File: src/soc_pkg.sv
////////////////////
// soc_pkg
// bus types, address views and register map shared by the SoC blocks
////////////////////
`default_nettype none

package soc_pkg;

	// wishbone classic request from the master, cyc and stb travel apart
	typedef struct packed {
		logic [31:0] adr;
		logic [31:0] dat;
		logic [3:0]  sel;
		logic        we;
	} wb_req_t;

	// slave response
	typedef struct packed {
		logic [31:0] dat;
		logic        ack;
	} wb_rsp_t;

	// address as seen by the tcm
	typedef struct packed {
		logic [3:0]  region;
		logic [15:0] rsvd;
		logic [9:0]  word;
		logic [1:0]  boff;
	} tcm_view_t;

	// address as seen by the peripherals
	typedef struct packed {
		logic [3:0]  region;
		logic [15:0] rsvd0;
		logic [3:0]  psel;
		logic [1:0]  rsvd1;
		logic [3:0]  reg_idx;
		logic [1:0]  boff;
	} periph_view_t;

	typedef union packed {
		tcm_view_t    tcm_view;
		periph_view_t periph_view;
	} bus_addr_u;

	// regions in adr[31:28]
	localparam logic [3:0] REGION_DTCM   = 4'd0;
	localparam logic [3:0] REGION_PERIPH = 4'd4;

	// peripheral select in adr[11:8]
	localparam logic [3:0] PSEL_GPIO  = 4'd0;
	localparam logic [3:0] PSEL_TIMER = 4'd1;

	// gpio registers
	localparam logic [3:0] GPIO_REG_OUT = 4'd0;
	localparam logic [3:0] GPIO_REG_IN  = 4'd1;

	// machine timer registers
	localparam logic [3:0] TMR_REG_MTIME_LO = 4'd0;
	localparam logic [3:0] TMR_REG_MTIME_HI = 4'd1;
	localparam logic [3:0] TMR_REG_CMP_LO   = 4'd2;
	localparam logic [3:0] TMR_REG_CMP_HI   = 4'd3;

	localparam int GPIO_W = 8;

endpackage

`default_nettype wire

File: src/wb_decoder.sv
////////////////////
// wb_decoder
// routes wishbone strobes to the slaves, merges responses, flags unmapped
////////////////////
`default_nettype none

module wb_decoder (
	input  logic            clk_in,
	input  logic            rst_n,
	input  logic            wb_cyc,
	input  logic            wb_stb,
	input  soc_pkg::wb_req_t wb_req,
	input  soc_pkg::wb_rsp_t dtcm_rsp,
	input  soc_pkg::wb_rsp_t gpio_rsp,
	input  soc_pkg::wb_rsp_t tmr_rsp,
	output logic            dtcm_stb,
	output logic            gpio_stb,
	output logic            tmr_stb,
	output soc_pkg::wb_rsp_t wb_rsp,
	output logic            wb_err
);
	import soc_pkg::*;

	bus_addr_u addr;
	logic      req_vld;
	logic      hit_dtcm;
	logic      hit_periph;
	logic      hit_gpio;
	logic      hit_tmr;
	logic      unmapped;
	logic      err_q;

	assign addr    = wb_req.adr;
	assign req_vld = wb_cyc & wb_stb;

	// region from the tcm view, select from the peripheral view
	assign hit_dtcm   = (addr.tcm_view.region == REGION_DTCM);
	assign hit_periph = (addr.periph_view.region == REGION_PERIPH);
	assign hit_gpio   = hit_periph && (addr.periph_view.psel == PSEL_GPIO);
	assign hit_tmr    = hit_periph && (addr.periph_view.psel == PSEL_TIMER);
	assign unmapped   = ~(hit_dtcm | hit_gpio | hit_tmr);

	assign dtcm_stb = req_vld & hit_dtcm;
	assign gpio_stb = req_vld & hit_gpio;
	assign tmr_stb  = req_vld & hit_tmr;

	// error follows the same one cycle rule as a slave ack
	always_ff @(posedge clk_in) begin
		if (!rst_n) begin
			err_q <= 1'b0;
		end else begin
			err_q <= req_vld & unmapped & ~err_q;
		end
	end

	assign wb_err = err_q;

	// only the selected slave drives nonzero data, so OR is enough
	assign wb_rsp.dat = dtcm_rsp.dat | gpio_rsp.dat | tmr_rsp.dat;
	assign wb_rsp.ack = dtcm_rsp.ack | gpio_rsp.ack | tmr_rsp.ack;

	// a cycle ends either with ack or with err, never both
	a_ack_err_excl: assert property (@(posedge clk_in) disable iff (!rst_n)
		!(wb_rsp.ack && wb_err));

endmodule

`default_nettype wire

File: config.mk
export PLATFORM = sky130hd
export DESIGN_NAME = wb_decoder
export DESIGN_NICKNAME = d
export VERILOG_FILES = /design/src/soc_pkg.sv /design/src/wb_decoder.sv
export SDC_FILE = /design/constraint.sdc
export NUM_CORES = 1
export LEC_CHECK = 0
export ABC_AREA = 1
export CORE_AREA = 2 2 81 83
export CTS_CLUSTER_DIAMETER = 200
export DETAILED_ROUTE_END_ITERATION = 12
export DIE_AREA = 0 0 83 85
export DONT_BUFFER_PORTS = 1
export PLACE_DENSITY = 0.3
export SYNTH_ARGS = -nofsm -noshare
export SYNTH_HDL_FRONTEND = slang
export SYNTH_SLANG_ARGS = --single-unit
File: constraint.sdc
create_clock -name clk_in -period 1.15 [get_ports clk_in]
set_input_delay 0.0575 -clock clk_in [delete_from_list [all_inputs] [get_ports clk_in]]
set_output_delay 0.0575 -clock clk_in [all_outputs]
set_load 0.02 [all_outputs]
Word level (Yosys, flattened, before mapping)
Cells that the tools add are included.

storage, ports and cells
  bits in registers = 1
  output and inout bits = 37

cells by class
  equality and inequality tests = 2
  bitwise operators = 14
  reduce and logical (&&, ||, !) cells = 4

operator list
  operator                                                         count
  32-bit OR                                                        2
  4-bit zero test                                                  2
  1-bit AND                                                        6
  4-bit by 1-bit == test with 1-bit output, second input constant  1
  4-bit by 3-bit == test with 1-bit output, second input constant  1
  1-bit OR                                                         4
  1-bit logical AND                                                2
  1-bit inverter                                                   2

Logic depth before layout (Yosys ltp)
  depth in word-level cells = 7
  gate-level depth with buffers = 6
  mapped depth without buffers = 6

Worst setup path after synthesis
OpenSTA, ideal clock, no wires.

  path type = reg-to-reg
  from = register err_q (netlist: wb_err)
  to = register err_q (netlist: wb_err)
  library setup time = 64 ps
  arrival = 672 ps
  data required time = 1086 ps
  slack = 414 ps
  stages on the path, launching flop included = 4
  buffers on the path = 0
  path through = dfxtp_1 -> nor3_2 -> nand2_1 -> nor2_1

between the ends
  longest elaborated chain between the ends = 2

RTL lines
  item                      line              source
  start: declaration        wb_decoder.sv:31  logic err_q;
  start signal: assignment  wb_decoder.sv:52  err_q <= req_vld & unmapped & ~err_q;
  1-bit inverter            wb_decoder.sv:52
  1-bit AND                 wb_decoder.sv:52

Every way passes these cells.
A chain may end at the register's enable or synchronous reset.

Worst setup path after layout
Ends and elaborated chain as after synthesis.

==> summary.txt <==
outcome - finished clean
drt wl/cell - 11.0 µm
commonest non-fill, non-tap cell in the layout - or3_1
vias in the first global route - 366
detailed-route vias per instance - 3.49
internal power - 0.0000689 W
hold_buf cts - 0
worst hold path type - in2reg
net switching power - 0.0000955 W
DP HPWL - 1.54 mm
final WL - 1.53 mm
register-to-register setup slack - 360 ps
Post-Layout Cell Count - 139
CP Max Fanout - 2
Buf/Inv on CP - 0
I/O pin total - 209
nets - 236
Highest Clock Rate - 1.27 GHz
n_diodes - 0
core area - 6200 µm²
final period utilization - 0.685
max incr delay on CP - 370 ps
Largest register FFs - 1
pwr dens - 376 nW/µm²
global-route wire length before repair - 1.80 mm
Warnings, synthesis - 0
Comb pwr share - 0.755
initial antenna violation count - 0
cell count after placement - 139
Syn Nets - 234
num rows - 29
sequential cell area - 20.0 µm²
Area growth syn-to-layout - 28.2%
setup violators final - 0
standby leakage power - 0.132 nW
Slew Limit Fails - 0
Layout Utilization - 0.0706
Distinct cells, synth - 8
Syn Std Cell Area - 342 µm²
layout cell share with drive strength beyond 1 - 0.0323
FILL cells - 738
via count - 485
switching portion of total power - 0.581
Worst setup SP type - flip-flop
CP arrival - 720 ps
setup repair after global routing missed its margin - no
critical path cell sequence - nor3_2 -> nand2_1 -> nor2_1
Initial Utilization - 0.0551
total global-route track usage - 0.0329
CP Capture Type - flip-flop
DIE WIDTH - 83 µm
syn avg cell area - 5.51 µm²
final antenna-violating net count - 0
most frequent cells in the layout - or3_1 (33), nand2_1 (10), inv_1 (8)
routability cong. - 0.610
initial DRC count - 2
design area - 438 µm²
DRC violations left - 0
Overflow after GRT - 0
largest net degree at the start of global routing - 5
Final Skew - 0 ps
MaxCap Viol Count - 0
worst path required time - 1080 ps
Post-CTS Resized - 0
final hold vios - 0
clock power share - 0
CP delay by family, top - flip-flops
DRT Pass-1 Iters - 3
Cells after Synth - 62
Worst path slowest cell - dfxtp_1
Peak VDD IR - 0.145 mV
power share of the sequential group - 0.245
die area - 7060 µm²
Die H - 85 µm
Yosys reg bits - 1
sequential share of the synthesized area - 0.0586
Worst Max-Slew Pin Slew - 386 ps
clk slew on worst S/H paths - 0 ps
Final TNS setup - 0 ps
buffers added on ports - 0
Clk Latency, worst-skew pair - 0 ps
Post-CTS Setup Bufs - 0
Cell Area, Placed - 438 µm²
critical path class - reg2reg
multi-input logic area - 292 µm²
min Tclk post-route - 788 ps
slew margin rel. - 0.742
## logic make-up (layout without fill, tap and decap cells)
logic type	Yosys count	count (layout)	synth area share
AND/OR/NAND/NOR	53	53	0.854
buffers and inverters	8	8	0.0879
flip-flops	1	1	0.0586
## path summary, 6_finish.rpt
path                                   startpoint           endpoint  cells past startpoint
worst max register to register  wb_err$_SDFF_PN0_  wb_err$_SDFF_PN0_                      3
worst max-delay path            wb_err$_SDFF_PN0_  wb_err$_SDFF_PN0_                      3
worst min-delay path                        rst_n  wb_err$_SDFF_PN0_                      4
worst min register to register  wb_err$_SDFF_PN0_  wb_err$_SDFF_PN0_                      3
## synthesized netlist by cell type
cell | n | area share
nand3_1 | 1 | 0.015
nor3_2 | 1 | 0.029
dfxtp_1 | 1 | 0.059
nor2_2 | 1 | 0.018
nor2_1 | 7 | 0.077
inv_1 | 8 | 0.088
nand2_1 | 10 | 0.11
or3_1 | 33 | 0.60
## worst min-delay path, cell delays in order
cell and delay, ps:
inv_1 50, nor3_2 40, nand2_1 40, nor2_1 40
## layout make-up
cell class / count / share of cell area
multi-input combinational: 53 / 0.666
tap: 77 / 0.220
inverter: 8 / 0.0686
sequential: 1 / 0.0457
## routing by layer
layer | wire, µm | vias to the layer above | GRT usage
met1 | 443 | 190 | 0.0338
li1 | - | 214 | -
met5 | 0 | - | 0
met4 | 0 | 0 | 0
met3 | 267 | 0 | 0.0136
met2 | 814 | 81 | 0.0660
## stage by stage
| step | hold slack (ps) | total power (W) | worst slack [ps] |
|---|---|---|---|
| 6_report | 280 | 0.000164 | 362 |
| 5_1_grt | 301 | 0.000174 | 298 |
| 4_1_cts | 289 | 0.000167 | 337 |
| 3_5_place_dp | 288 | 0.000167 | 341 |
| 3_3_place_gp | 278 | 0.000167 | 352 |
| 2_1_floorplan | 262 | 0.000153 | 414 |
## power by group through the flow
stage	combinational [W]	clock, W	sequential (W)
2_1_floorplan	0.000113	0	0.0000396
3_3_place_gp	0.000126	0	0.0000405
3_5_place_dp	0.000126	0	0.0000406
4_1_cts	0.000126	0	0.0000407
5_1_grt	0.000134	0	0.0000407
6_report	0.000124	0	0.0000404
(Power assumes the default switching activity.)
