$ cat src/soc_pkg.sv
////////////////////
// soc_pkg
// bus types, address views and register map shared by the SoC blocks
////////////////////
`default_nettype none

package soc_pkg;

	// wishbone classic request from the master, cyc and stb travel apart
	typedef struct packed {
		logic [31:0] adr;
		logic [31:0] dat;
		logic [3:0]  sel;
		logic        we;
	} wb_req_t;

	// slave response
	typedef struct packed {
		logic [31:0] dat;
		logic        ack;
	} wb_rsp_t;

	// address as seen by the tcm
	typedef struct packed {
		logic [3:0]  region;
		logic [15:0] rsvd;
		logic [9:0]  word;
		logic [1:0]  boff;
	} tcm_view_t;

	// address as seen by the peripherals
	typedef struct packed {
		logic [3:0]  region;
		logic [15:0] rsvd0;
		logic [3:0]  psel;
		logic [1:0]  rsvd1;
		logic [3:0]  reg_idx;
		logic [1:0]  boff;
	} periph_view_t;

	typedef union packed {
		tcm_view_t    tcm_view;
		periph_view_t periph_view;
	} bus_addr_u;

	// regions in adr[31:28]
	localparam logic [3:0] REGION_DTCM   = 4'd0;
	localparam logic [3:0] REGION_PERIPH = 4'd4;

	// peripheral select in adr[11:8]
	localparam logic [3:0] PSEL_GPIO  = 4'd0;
	localparam logic [3:0] PSEL_TIMER = 4'd1;

	// gpio registers
	localparam logic [3:0] GPIO_REG_OUT = 4'd0;
	localparam logic [3:0] GPIO_REG_IN  = 4'd1;

	// machine timer registers
	localparam logic [3:0] TMR_REG_MTIME_LO = 4'd0;
	localparam logic [3:0] TMR_REG_MTIME_HI = 4'd1;
	localparam logic [3:0] TMR_REG_CMP_LO   = 4'd2;
	localparam logic [3:0] TMR_REG_CMP_HI   = 4'd3;

	localparam int GPIO_W = 8;

endpackage

`default_nettype wire

$ cat src/gpio.sv
////////////////////
// gpio
// output register and synchronized input port
////////////////////
`default_nettype none

module gpio (
	input  logic                       clk_in,
	input  logic                       rst_n,
	input  logic                       stb,
	input  soc_pkg::wb_req_t            req,
	input  logic [soc_pkg::GPIO_W-1:0] gpio_in,
	output soc_pkg::wb_rsp_t            rsp,
	output logic [soc_pkg::GPIO_W-1:0] gpio_out
);
	import soc_pkg::*;

	bus_addr_u         addr;
	logic [3:0]        idx;
	logic              access;
	logic              ack_q;
	logic [31:0]       rdata_q;
	logic [GPIO_W-1:0] out_q;
	logic [GPIO_W-1:0] sync1_q;
	logic [GPIO_W-1:0] sync2_q;

	assign addr   = req.adr;
	assign idx    = addr.periph_view.reg_idx;
	assign access = stb & ~ack_q;

	always_ff @(posedge clk_in) begin
		if (!rst_n) begin
			ack_q   <= 1'b0;
			out_q   <= '0;
			sync1_q <= '0;
			sync2_q <= '0;
		end else begin
			ack_q   <= access;
			// two flop synchronizer on the pins
			sync1_q <= gpio_in;
			sync2_q <= sync1_q;
			// output reg sits in byte lane 0
			if (access && req.we && req.sel[0] && (idx == GPIO_REG_OUT)) begin
				out_q <= req.dat[GPIO_W-1:0];
			end
		end
	end

	always_ff @(posedge clk_in) begin
		if (access) begin
			case (idx)
				GPIO_REG_OUT: rdata_q <= {{(32-GPIO_W){1'b0}}, out_q};
				GPIO_REG_IN:  rdata_q <= {{(32-GPIO_W){1'b0}}, sync2_q};
				default:      rdata_q <= 32'd0;
			endcase
		end
	end

	assign rsp.dat  = ack_q ? rdata_q : 32'd0;
	assign rsp.ack  = ack_q;
	assign gpio_out = out_q;

endmodule

`default_nettype wire

$ cat config.mk
export PLATFORM = sky130hd
export DESIGN_NAME = gpio
export DESIGN_NICKNAME = d
export VERILOG_FILES = /design/src/soc_pkg.sv /design/src/gpio.sv
export SDC_FILE = /design/constraint.sdc
export NUM_CORES = 1
export LEC_CHECK = 0
export BUFFER_PORTS_ARGS = -buffer_cell sky130_fd_sc_hd__buf_2
export CORE_ASPECT_RATIO = 2
export CORE_MARGIN = 10
export CORE_UTILIZATION = 40
export DETAILED_ROUTE_END_ITERATION = 6
export GPL_TIMING_DRIVEN = 0
export HOLD_SLACK_MARGIN = 0.1
export PLACE_DENSITY = 0.87
export SKIP_CTS_REPAIR_TIMING = 1
export SLEW_MARGIN = 5
export SYNTH_ARGS = -nofsm -noshare
export SYNTH_HDL_FRONTEND = slang
export SYNTH_SLANG_ARGS = --single-unit
$ cat constraint.sdc
create_clock -name clk_in -period 2.45 [get_ports clk_in]
set_input_delay 0.245 -clock clk_in [delete_from_list [all_inputs] [get_ports clk_in]]
set_output_delay 0.245 -clock clk_in [all_outputs]
set_load 0.005 [all_outputs]
Word level (Yosys, flattened, before mapping)
Cells that the tools add are included.
Widths: inputs -> output; s select.
Storage, ports and cells
  word-level logic and storage cells: 14
  output and inout bits: 41
  latch bits: 0
  memories: 0
  bits in registers: 57
  bits in read-only memories: 0
  bits in writable memories: 0
Cells by class
  $lt $le $gt $ge: 0
  shifts and indexed selects: 0
  reduce and logical (&&, ||, !) cells: 4
  divide/modulo/power cells: 0
  bitwise gates (word level): 2
  eq/ne operators: 1
  multipliers: 0
  mux-type cells: 2
  $add $sub $neg: 0
Operators with widths (count)
  $mux 32: 1
  $pmux 8 s2: 1
  $eq 4x1->1 const B: 1
  $logic_not 4->1: 1
  $logic_and 1x1->1: 3
  $and 1x1->1: 1
  $not 1->1: 1

Longest topological paths before layout
  depth after elaboration: 5
  gate-level depth with buffers: 5
  gate-level depth less buffers: 3

Worst setup path before layout
No wires, ideal clock.
  path kind: input port to flip-flop
  start point: in req[40] in the netlist's numbering
  end point: reg out_q[0], in the netlist gpio_out[0]
  data arrival time: 1.255 ns
  path slack: 1.123 ns
  buffers on the path: 2
  required time: 2.378 ns
  cell stages on the path: 5
  cell sequence: or3_4 > buf_6 > and3b_1 > buf_6 > mux2i_1
On the way
  longest elaborated chain between the ends: 2
Ends and longest elaborated chain
  from (decl): RTL line gpio.sv:11  | input soc_pkg::wb_req_t req,
  $logic_not 4->1: RTL line gpio.sv:43  | if (access && req.we && req.sel[0] && (idx == GPIO_REG_OUT)) begin
  $logic_and 1x1->1: RTL line gpio.sv:43
  to (signal assigned): RTL line gpio.sv:44  | out_q <= req.dat[GPIO_W-1:0];
  to (decl): RTL line gpio.sv:23  | logic [GPIO_W-1:0] out_q;
Every way passes these cells.
A chain may end at the register's enable or synchronous reset.

Worst setup path in the final report
  start point: reg ack_q
  end point: reg out_q[3], in the netlist gpio_out[3]
On the way
  longest elaborated chain between the ends: 5
Ends and longest elaborated chain
  from (decl): RTL line gpio.sv:21  | logic ack_q;
  from (signal assigned): RTL line gpio.sv:38  | ack_q <= access;
  $not 1->1: RTL line gpio.sv:29  | assign access = stb & ~ack_q;
  $and 1x1->1: RTL line gpio.sv:29
  named net access: RTL line gpio.sv:20  | logic access;
  $logic_and 1x1->1 (3 in a row): RTL line gpio.sv:43
The timed path passes the listed nets, and every way through them passes these cells.

==> metrics.txt <==
status=complete, no violations; syn_area_per_cell=about 11 sq um; Yosys cell types=14; Post-Synthesis Cells=approximately 130; Max Slew Vio Count=0; vias in the first global route=roughly 1000; Worst Path Max Fanout=10; cell accounting for the most synthesized area=dfxtp_1; Post-Synth XOR/XNOR Area=0%; synthesis-to-layout area growth=30.9%; post-route ant nets=0; Synth Area in Simple Gates=20.0%; most frequent cells after synthesis=and2_1 (25), buf_4 (25), dfxtp_1 (25); CP Cell Sequence=and2b_1, and3b_1, buf_6, mux2i_1; CTS root buffer=clkbuf_8; # IOs=between 100 and 150; post-synthesis adder-cell area fraction=0%; final hold viol count=0; Total Die Area=between 6000 and 7000 sq um; drt total wl=~2.8 mm; post-synth top area share=35.4%; TritonCTS Buffers=5; DRT Pass-1 Iters=2; Pwr per Cell Area=between 500 and 600 nW/um^2; worst path arrival time=1.71 ns; CP Capture Type=register; Placer Congestion=0.668; Core Area=3420 sq um; number of synthesized flops with an enable pin=8; via count=roughly 1000; post-synthesis mux area share=between 10% and 20%; total grt overflow=0; pin count of the biggest net entering global routing=11; initial antenna violation count=0; dominant synthesized flop cell=dfxtp_1; IO buf count=40; sequential-to-total area share from yosys stat=a little over half; total power=1.09 mW; synthesized area=between 1000 and 1500 sq um; Detailed Place HPWL=about 2.4 mm; Slowest-stage cell, CP=and2b_1; Synth async-reset ratio=0%; startpoint class of the critical path=register; highest clock rate=0.666 GHz; main combinational cell family by area after synthesis=simple AND/OR/NAND/NOR gates; Clock transition at path regs=around 0.060 ns; vias per cell=a little under 4; register bit total from synthesis=33; global-route wire length before repair=4.43 mm; diodes inserted=0; Die Span Y=roughly 100 microns; RSZ-0062 raised after global routing=false; Critical Path RT=between 2 and 3 ns; ratio of cells with drive above 1 in the final layout=between 30% and 40%; clk sinks=33; Nets=roughly 280; CP Class=register to register; Initial Util=41.4%; Ys Warns=0; Starting DRT DRC Count=18; CTS tree=done; clock skew=between 0.007 and 0.008 ns; Tmin final=approximately 1.5 ns; CP max stage delay=approximately 0.46 ns; Final setup violation count=0; # DRC=0; period utilisation layout=between 60% and 70%; htree depth=2; setup TNS=0 ns; fill count=around 320; Max clock buf depth=2; Clock Latency Late Sink=0.28 ns; Max Cap Viol=0; HP Class=input pin to register; total global-route track usage=around 9%; ranking of synthesized cells by area=dfxtp_1 (35%), edfxtp_1 (17%), buf_4 (13%); Site Rows=30; Leakage=0.928 nW; Die W=62.0 microns; drt wl/cell=11.2 microns; compound-cell area share of the yosys netlist=0%; Worst VDD drop=about 0.00044 V
## worst paths after layout
check              from           to  slack [ns]  cells after the start
max reg2reg       ack_q  gpio_out[3]        0.95                      4
max               ack_q  gpio_out[3]        0.95                      4
min          gpio_in[6]   sync1_q[6]        0.17                      2
min reg2reg  sync1_q[1]   sync2_q[1]        0.42                      1
## power breakdown
group,total [mW],internal [mW],switching [mW]
sequential,0.582,0.577,0.00556
clock,0.404,0.229,0.175
combinational,0.104,0.0598,0.0443
## sequential cells by signal, indices dropped and copies added (netlist names)
register and count:
ack_q 1, gpio_out 8, rdata_q 8, sync2_q 8, sync1_q 8
## layer usage
metal / share of wire, % / global-route usage [%] / vias up
li1: - / - / 518
met2: 50 / 15.1 / 53
met4: 2.2 / 4.82 / 0
met3: 17 / 5.01 / 8
met5: 0 / 0 / -
met1: 30 / 7.90 / 426
## layout make-up
class	count	area, sq um	share of cell area (%)
multi-input cells	93	533	28.8
repair buffers	40	200	10.8
clock buffers	8	90.1	4.87
flip-flops and latches	33	741	40.0
plain buffers	31	226	12.2
well taps	48	60.1	3.25
## critical path, delay by kind of cell (launching register included)
family / cells / cell delay, ns
buffers and inverters: 1 / 0.16
AND/OR/NAND/NOR: 2 / 0.70
multiplexers: 1 / 0.20
flip-flops: 1 / 0.37
## placed cells by master, fill, tap and decap left out, drive strengths merged
cell and count:
clkbuf 11, conb 24, or3 1, buf 68, nor2 8, mux2i 16
and2b 1, dfxtp 25, edfxtp 8, nand2 16, and2 25, and3b 2
## cells by family (layout without fill, tap and decap cells)
logic type,count (synthesis),count (layout)
and+or+nand+nor,53,53
DFF,33,33
buffers and inverters,31,79
muxes,16,16
other,1,24
## stage by stage
step / hold WS, ns / util [%] / std cells / worst slack (ns) / cell area [sq um]
floorplan: 0.367 / - / 157 / 1.12 / 1500
global placement: 0.416 / 51.5 / 245 / 0.966 / 1760
detailed placement: 0.417 / 51.5 / 245 / 0.921 / 1760
CTS: 0.163 / 54.2 / 253 / 0.922 / 1850
global route: 0.166 / 54.2 / 253 / 0.833 / 1850
finish: 0.172 / 54.2 / 253 / 0.949 / 1850
Note: power is estimated with default switching activity, not from simulation.
