File: src/soc_pkg.sv
////////////////////
// soc_pkg
// bus types, address views and register map shared by the SoC blocks
////////////////////
`default_nettype none

package soc_pkg;

	// wishbone classic request from the master, cyc and stb travel apart
	typedef struct packed {
		logic [31:0] adr;
		logic [31:0] dat;
		logic [3:0]  sel;
		logic        we;
	} wb_req_t;

	// slave response
	typedef struct packed {
		logic [31:0] dat;
		logic        ack;
	} wb_rsp_t;

	// address as seen by the tcm
	typedef struct packed {
		logic [3:0]  region;
		logic [15:0] rsvd;
		logic [9:0]  word;
		logic [1:0]  boff;
	} tcm_view_t;

	// address as seen by the peripherals
	typedef struct packed {
		logic [3:0]  region;
		logic [15:0] rsvd0;
		logic [3:0]  psel;
		logic [1:0]  rsvd1;
		logic [3:0]  reg_idx;
		logic [1:0]  boff;
	} periph_view_t;

	typedef union packed {
		tcm_view_t    tcm_view;
		periph_view_t periph_view;
	} bus_addr_u;

	// regions in adr[31:28]
	localparam logic [3:0] REGION_DTCM   = 4'd0;
	localparam logic [3:0] REGION_PERIPH = 4'd4;

	// peripheral select in adr[11:8]
	localparam logic [3:0] PSEL_GPIO  = 4'd0;
	localparam logic [3:0] PSEL_TIMER = 4'd1;

	// gpio registers
	localparam logic [3:0] GPIO_REG_OUT = 4'd0;
	localparam logic [3:0] GPIO_REG_IN  = 4'd1;

	// machine timer registers
	localparam logic [3:0] TMR_REG_MTIME_LO = 4'd0;
	localparam logic [3:0] TMR_REG_MTIME_HI = 4'd1;
	localparam logic [3:0] TMR_REG_CMP_LO   = 4'd2;
	localparam logic [3:0] TMR_REG_CMP_HI   = 4'd3;

	localparam int GPIO_W = 8;

endpackage

`default_nettype wire

File: src/core_timer.sv
////////////////////
// core_timer
// machine timer, prescaled 64-bit mtime against mtimecmp
////////////////////
`default_nettype none

module core_timer #(
	parameter int TIMER_DIV = 4
) (
	input  logic            clk_in,
	input  logic            rst_n,
	input  logic            stb,
	input  soc_pkg::wb_req_t req,
	output soc_pkg::wb_rsp_t rsp,
	output logic            timer_int
);
	import soc_pkg::*;

	localparam int PW = (TIMER_DIV > 1) ? $clog2(TIMER_DIV) : 1;

	bus_addr_u   addr;
	logic [3:0]  idx;
	logic        access;
	logic        wr;
	logic        ack_q;
	logic [31:0] rdata_q;
	logic [PW-1:0] pre_q;
	logic        tick;
	logic [63:0] mtime_q;
	logic [63:0] cmp_q;
	logic        int_q;

	assign addr   = req.adr;
	assign idx    = addr.periph_view.reg_idx;
	assign access = stb & ~ack_q;
	assign wr     = access & req.we;

	// prescaler, one tick every TIMER_DIV cycles
	assign tick = (pre_q == PW'(TIMER_DIV - 1));

	always_ff @(posedge clk_in) begin
		if (!rst_n) begin
			pre_q <= '0;
		end else if (tick) begin
			pre_q <= '0;
		end else begin
			pre_q <= pre_q + 1'b1;
		end
	end

	// bus write wins over the increment
	always_ff @(posedge clk_in) begin
		if (!rst_n) begin
			mtime_q <= 64'd0;
		end else if (wr && (idx == TMR_REG_MTIME_LO)) begin
			mtime_q[31:0] <= req.dat;
		end else if (wr && (idx == TMR_REG_MTIME_HI)) begin
			mtime_q[63:32] <= req.dat;
		end else if (tick) begin
			mtime_q <= mtime_q + 64'd1;
		end
	end

	// halves are written whole
	always_ff @(posedge clk_in) begin
		if (!rst_n) begin
			ack_q <= 1'b0;
			cmp_q <= '1;
			int_q <= 1'b0;
		end else begin
			ack_q <= access;
			int_q <= (mtime_q >= cmp_q);
			if (wr && (idx == TMR_REG_CMP_LO)) begin
				cmp_q[31:0] <= req.dat;
			end
			if (wr && (idx == TMR_REG_CMP_HI)) begin
				cmp_q[63:32] <= req.dat;
			end
		end
	end

	always_ff @(posedge clk_in) begin
		if (access) begin
			case (idx)
				TMR_REG_MTIME_LO: rdata_q <= mtime_q[31:0];
				TMR_REG_MTIME_HI: rdata_q <= mtime_q[63:32];
				TMR_REG_CMP_LO:   rdata_q <= cmp_q[31:0];
				TMR_REG_CMP_HI:   rdata_q <= cmp_q[63:32];
				default:          rdata_q <= 32'd0;
			endcase
		end
	end

	assign rsp.dat   = ack_q ? rdata_q : 32'd0;
	assign rsp.ack   = ack_q;
	assign timer_int = int_q;

	// compare parked at all ones keeps the interrupt quiet
	a_int_parked: assert property (@(posedge clk_in) disable iff (!rst_n)
		((&cmp_q) && !(&mtime_q)) |=> !timer_int);

endmodule

`default_nettype wire

File: config.mk
export PLATFORM = sky130hd
export DESIGN_NAME = core_timer
export DESIGN_NICKNAME = d
export VERILOG_FILES = /design/src/soc_pkg.sv /design/src/core_timer.sv
export SDC_FILE = /design/constraint.sdc
export NUM_CORES = 1
export LEC_CHECK = 0
export BUFFER_PORTS_ARGS = -buffer_cell sky130_fd_sc_hd__buf_2
export CORE_UTILIZATION = 30
export CTS_CLUSTER_DIAMETER = 200
export CTS_CLUSTER_SIZE = 14
export DETAILED_ROUTE_END_ITERATION = 8
export GPL_TIMING_DRIVEN = 0
export PLACE_DENSITY_LB_ADDON = 0.05
export SETUP_SLACK_MARGIN = 0.2
export SYNTH_ARGS = -nofsm -noshare
export SYNTH_HDL_FRONTEND = slang
export SYNTH_SLANG_ARGS = --single-unit
File: constraint.sdc
create_clock -name clk_in -period 2.6 [get_ports clk_in]
set_input_delay 0.26 -clock clk_in [delete_from_list [all_inputs] [get_ports clk_in]]
set_output_delay 0.26 -clock clk_in [all_outputs]
set_load 0.1 [all_outputs]
# Word-level counts from Yosys, hierarchy flattened
# Index checks and enable logic that the tools add are counted.
[totals] latchBits=0 register_bits=164 out_inout_bits=34 mem_bits_ro=0 n_memories=0 ramBits=0
[op_classes] div=0 addsub=2 reduce_logical=10 magnitude_cmp=1 n_mux=6 shift=0 n_mul=0 n_eq_ne=5 n_bitwise=5
[ops] cell="two-way mux 32 bit" count=4
[ops] cell="case mux 32 bit (4 select lines)" count=1
[ops] cell="adder 64 x 1 -> 64 bit (second input constant)" count=1
[ops] cell="greater-or-equal comparator 64 bit" count=1
[ops] cell="two-way mux 64 bit" count=1
[ops] cell="equality test 4 x 2 -> 1 bit (second input constant)" count=2
[ops] cell="equality test 4 x 1 -> 1 bit (second input constant)" count=1
[ops] cell="logical AND 1 bit" count=4
[ops] cell="zero test 4 bit" count=1
[ops] cell="AND reduction 2 bit" count=2
[ops] cell="nonzero test 2 bit" count=2
[ops] cell="NOT 1 bit" count=3
[ops] cell="adder 2 x 1 -> 2 bit (second input constant)" count=1
[ops] cell="AND 1 bit" count=2
[ops] cell="equality test 2 bit (second input constant)" count=1
[ops] cell="inequality test 2 bit (second input constant)" count=1
[ops] cell="OR reduction 2 bit" count=1

# Depth between registers and ports, before layout
[depth] ltp_word=6 depth_mapped=8

# Worst setup path before layout
# OpenSTA, ideal clock, no wires.
[synth_timing] path_type="register -> register" from="register ack_q" to="register rdata_q[0], enable pin" required_ns=2.174 t_arrival_ns=1.827 setup_slack_ns=0.348 n_path_buf=0 stages_incl_launch_ff=2 period_less_slack_ns=2.252 cell_sequence="dfxtp_1 nor2b_1"
[synth_between] elab_chain_len=2
[synth_lines] element="start, declared" line="core_timer.sv:25" rtl="logic ack_q;"
[synth_lines] element="start signal, assigned" line="core_timer.sv:71" rtl="ack_q <= access;"
[synth_lines] element="NOT 1 bit" line="core_timer.sv:35" rtl="assign access = stb & ~ack_q;"
[synth_lines] element="AND 1 bit" line="core_timer.sv:35"
[synth_lines] element="via access" line="core_timer.sv:23" rtl="logic access;"
[synth_lines] element="end signal, assigned" line="core_timer.sv:85" rtl="TMR_REG_MTIME_LO: rdata_q <= mtime_q[31:0];"
[synth_lines] element="end signal, assigned" line="core_timer.sv:86" rtl="TMR_REG_MTIME_HI: rdata_q <= mtime_q[63:32];"
[synth_lines] element="end signal, assigned" line="core_timer.sv:87" rtl="TMR_REG_CMP_LO: rdata_q <= cmp_q[31:0];"
[synth_lines] element="end, declared" line="core_timer.sv:26" rtl="logic [31:0] rdata_q;"
# The timed path passes the listed nets, and every way through them passes these cells.
# A chain may end at the register's enable or synchronous reset.

# Worst setup path in the final report
[layout_timing] from="register mtime_q[28]" to="register mtime_q[62]"
[layout_between] elab_chain_len=3
[layout_lines] element="start, declared" line="core_timer.sv:29" rtl="logic [63:0] mtime_q;"
[layout_lines] element="start signal, assigned" line="core_timer.sv:56" rtl="mtime_q[31:0] <= req.dat;"
[layout_lines] element="start signal, assigned" line="core_timer.sv:60" rtl="mtime_q <= mtime_q + 64'd1;"
[layout_lines] element="adder 64 x 1 -> 64 bit" line="core_timer.sv:60"
[layout_lines] element="two-way mux 64 bit" line="core_timer.sv:59" rtl="end else if (tick) begin"
[layout_lines] element="two-way mux 32 bit" line="core_timer.sv:57" rtl="end else if (wr && (idx == TMR_REG_MTIME_HI)) begin"
# No other way between the ends. The select of a mux whose other input is x is not followed.

==> flow_results.org <==
** Synthesis
- The average instance in the mapped netlist occupies 8.14 um2.
- Count of flip-flops with a built-in enable after synthesis :: 32
- The mapped netlist covers 0.0101 mm2.
- Yosys Warn Count :: 0
- After synthesis, flip-flops and latches occupy ~36% of the total area.
- Post-synth ARST share :: 0%
- In this run, synthesis produced a sequential element count of 164.
- Unique masters post-synth :: 69
- Post-synthesis net count :: 1380
- Number of instances in the synthesized netlist :: approximately 1200
- For this run, the leading register cell type out of synthesis is dfxtp_1.

** Critical path
- Critical Path RT :: roughly 3000 ps
- The worst register-to-register path ends at mtime_q[62].
- For the worst setup path, the data arrival time is between 2000 and 3000 ps.
- The worst register-to-register path has a setup slack of between 100 and 150 ps.
- Measured in cells, the most critical reg-to-reg path has a length of 7.
- Critical path start-end classification :: flop to flop
- Along the worst path, the maximum fanout reaches 8.
- STA classifies the critical path startpoint as a flop.
- The worst register-to-register path begins at mtime_q[28].
- Nature of the critical path endpoint :: flop

** Routing
- The final layout contains routed wiring with a total length of 47000 um.
- The first detailed-routing pass ran for 7 iterations.
- Routed wirelength normalized by instance count :: 26.0 um
- For this run, design rule violations remaining after detail routing come to 0.
- Vias per inst :: 5.90
- The final route contains between 10000 and 15000 vias.
- Once detail routing completed, the nets flagged for antenna violations numbered 0.
- Iteration-0 DRC Markers :: 1281

** Power and ir drop
- In this run the power density over the cells is 542 mW/mm2.
- P_leak :: approximately 5.3 nW
- IR analysis of the VDD net gives a maximum drop of 0.404 mV.
- Total power of the final layout :: 0.00652 W

** CTS
- CTS saw 164 sinks.
- TritonCTS built the clock tree.
- Clock buffers created by TritonCTS :: 17
- Clock network latency to the later pin of the worst-skew pair :: between 400 and 500 ps
- Maximum clock insertion buffer count :: 2
- H-tree Lvls :: 4
- Cell chosen for the clock root :: clkbuf_16
- After clock tree synthesis, the clock-pin slew on the worst setup and hold paths is 70 ps.

** Global route
- The via count of the first global-routing pass was 9989.
- Overall track demand over capacity in global routing :: 27.9%
- The initial antenna violation count came to 1.
- Global-route congestion overflow total :: 0
- Global-route wire length before repair :: ~70000 um
- Entering global routing, the biggest net connects 31 pins.

** Layout
- 0 antenna diodes ended up in the layout.
- Most common library cell in the layout ignoring fill and taps :: nand2_1
- Commonest cells after routing, fill and taps aside :: 215 x nand2_1, 105 x dfxtp_1, 90 x buf_2
- Number of filler instances in the final layout :: 3529
- Multi-input combinational cell area :: 0.00603 mm2
- At the end of the flow, the number of nets in the layout was 1488.
- Cells with a size suffix above 1 make up between 10% and 20% of the layout.
- From synthesis to final layout, the design area changed by 19.0%.
- Register area :: 0.00364 mm2

** Placement
- HPWL after DPL :: roughly 35000 um
- Final Wtd Congestion :: 0.885
- Worst slack at placement :: -597 ps
- Input and output buffers added on the ports amount to 73.

** Floorplanning
- Once the floorplan was initialized, standard cells occupied 30.7% of the core.
- The total area inside the core boundary comes to 0.0329 mm2.
- In this run the count of I/O pins placed on the die edge is 106.
- The floorplan step defined a die boundary enclosing 0.0344 mm2.
- DIE HEIGHT :: roughly 190 um
- Die outline width :: 186 um
- Standard-cell rows :: 66

** Min path
- Count of cells along the worst hold path :: 3
- Launch instance of the worst min-delay path :: req[5]
- The min-delay analysis places its worst path in the category input port to flop.
- The worst hold path terminates at mtime_q[0].

** Timing
- Adding up every negative setup slack in the final design gives 0 ps.
- Slew @ Worst Pin :: 1060 ps
- Post-layout minimum cycle time :: 2450 ps
- Setup ws final :: around 150 ps
- Across the routed clock network, the largest skew measured is 11.9 ps.
- Endpoints failing setup :: 0
- Setup repair after global routing could not meet its margin everywhere.
- The worst pin sits at a relative slew slack of 29.6%.
- The total count of hold-check failures in the final report is 0.
- The final critical path takes up 94.3% of the cycle.
- Static timing analysis puts the maximum clock frequency at 408 MHz.
- The final max-slew violation count came to 0.

** Status
- The run finished with clean final reports.

** Flow run
- Across the run, the number of max-cap violations was 0.
[repair_timing]
item | 4_1_cts | 5_1_grt
gates resized for setup | 41 | 34
hold buffers | 0 | 0
buffers inserted | 9 | 5
endpoints found under the setup margin | 116 | 50
cloned | 0 | 0
pin swaps | 6 | 6
[report_power, final]
| part | internal [W] | switching, W | total (W) |
|---|---|---|---|
| Clock | 0.00173 | 0.00115 | 0.00288 |
| Sequential | 0.00270 | 0.000135 | 0.00283 |
| Combinational | 0.000231 | 0.000579 | 0.000810 |
[flip-flops by register name, indices dropped and copies added (netlist names)]
signal and count:
ack_q 1, pre_q 2, rdata_q 32, mtime_q 64
cmp_q 64, timer_int 1
[per-stage QoR]
step | util, % | area [um2] | cells | hold slack [ps]
final | 36.6 | 12000 | 1805 | 147
after global routing | 36.6 | 12000 | 1805 | 145
after CTS | 36.2 | 11900 | 1800 | 126
after detailed placement | 33.7 | 11100 | 1759 | 447
after global placement | 33.5 | 11000 | 1757 | 430
after floorplan | - | 10100 | 1242 | 396
[cells by family (layout without fill, tap and decap cells)]
group | count (synthesis) | after routing | share of synthesized area, %
flip-flops | 164 | 164 | 35.7
multiplexers | 4 | 4 | 0.396
AND/OR/NAND/NOR | 511 | 511 | 25.7
AO/OA/AOI/OAI | 336 | 336 | 23.8
buffers and inverters | 161 | 282 | 6.29
adder cells (fa/ha/maj) | 66 | 66 | 8.17
[synth_stat cells (4+ instances only)]
| library cell | count | area, um2 |
|---|---|---|
| o31ai_1 | 13 | 97.6 |
| and2_1 | 47 | 294 |
| inv_1 | 75 | 282 |
| o22ai_1 | 5 | 31.3 |
| dfxtp_1 | 132 | 2640 |
| a22o_1 | 22 | 193 |
| buf_1 | 10 | 37.5 |
| o21ai_0 | 40 | 200 |
| nor4_1 | 10 | 62.6 |
| nor2_1 | 53 | 199 |
| buf_2 | 19 | 95.1 |
| nand4_1 | 29 | 181 |
| a222oi_1 | 31 | 310 |
| clkbuf_1 | 55 | 206 |
| nor3_1 | 34 | 170 |
| a221oi_1 | 4 | 35.0 |
| and3_1 | 28 | 175 |
| nand2b_1 | 4 | 25.0 |
| o211ai_1 | 73 | 548 |
| and4_1 | 14 | 123 |
| nand2_1 | 216 | 811 |
| a31oi_1 | 16 | 100 |
| a21o_1 | 6 | 45.0 |
| a21oi_1 | 65 | 325 |
| o31a_1 | 10 | 87.6 |
| or3_1 | 5 | 31.3 |
| ha_1 | 66 | 826 |
| a211oi_1 | 6 | 45.0 |
| mux2i_1 | 4 | 40.0 |
| or4_1 | 6 | 45.0 |
| edfxtp_1 | 32 | 961 |
| a22oi_1 | 14 | 105 |
| nand3_1 | 43 | 215 |
[worst max-delay path, cell delays in order (launching register included)]
cell and delay, ps:
dfxtp_2 460, and3_1 190, clkbuf_2 240, nand3_1 290, nor4_4 480, nand2_1 120, or4_1 420, a31oi_1 160
[per-layer routing]
layer  global-route usage, %  vias up  part of all wire, %
li1                        -     4853                    -
met5                       0        -                    0
met1                    39.5     5209                   45
met3                    5.07       78                  8.7
met4                    11.1        0                  3.3
met2                    41.4      506                   43
[cell type report]
type                       count  area share (%)
clock buffer                  20            3.71
clock inverter                12            1.66
tap                          442            4.60
multi-input combinational    917            50.1
inverter                      75            2.34
buffer                        86            3.13
sequential                   164            30.3
timing repair buffer          89            4.17
[worst max-delay path by stage]
stage	start	to	slack, ps	depth (start not counted)
after floorplan	ack_q	rdata_q[0]	350	1
after global placement	ack_q	rdata_q[5]	-780	1
after detailed placement	ack_q	mtime_q[48]	-600	5
after CTS	mtime_q[41]	mtime_q[62]	200	6
after global routing	mtime_q[28]	mtime_q[54]	100	7
final	mtime_q[28]	mtime_q[62]	150	7
(Power assumes the default switching activity.)
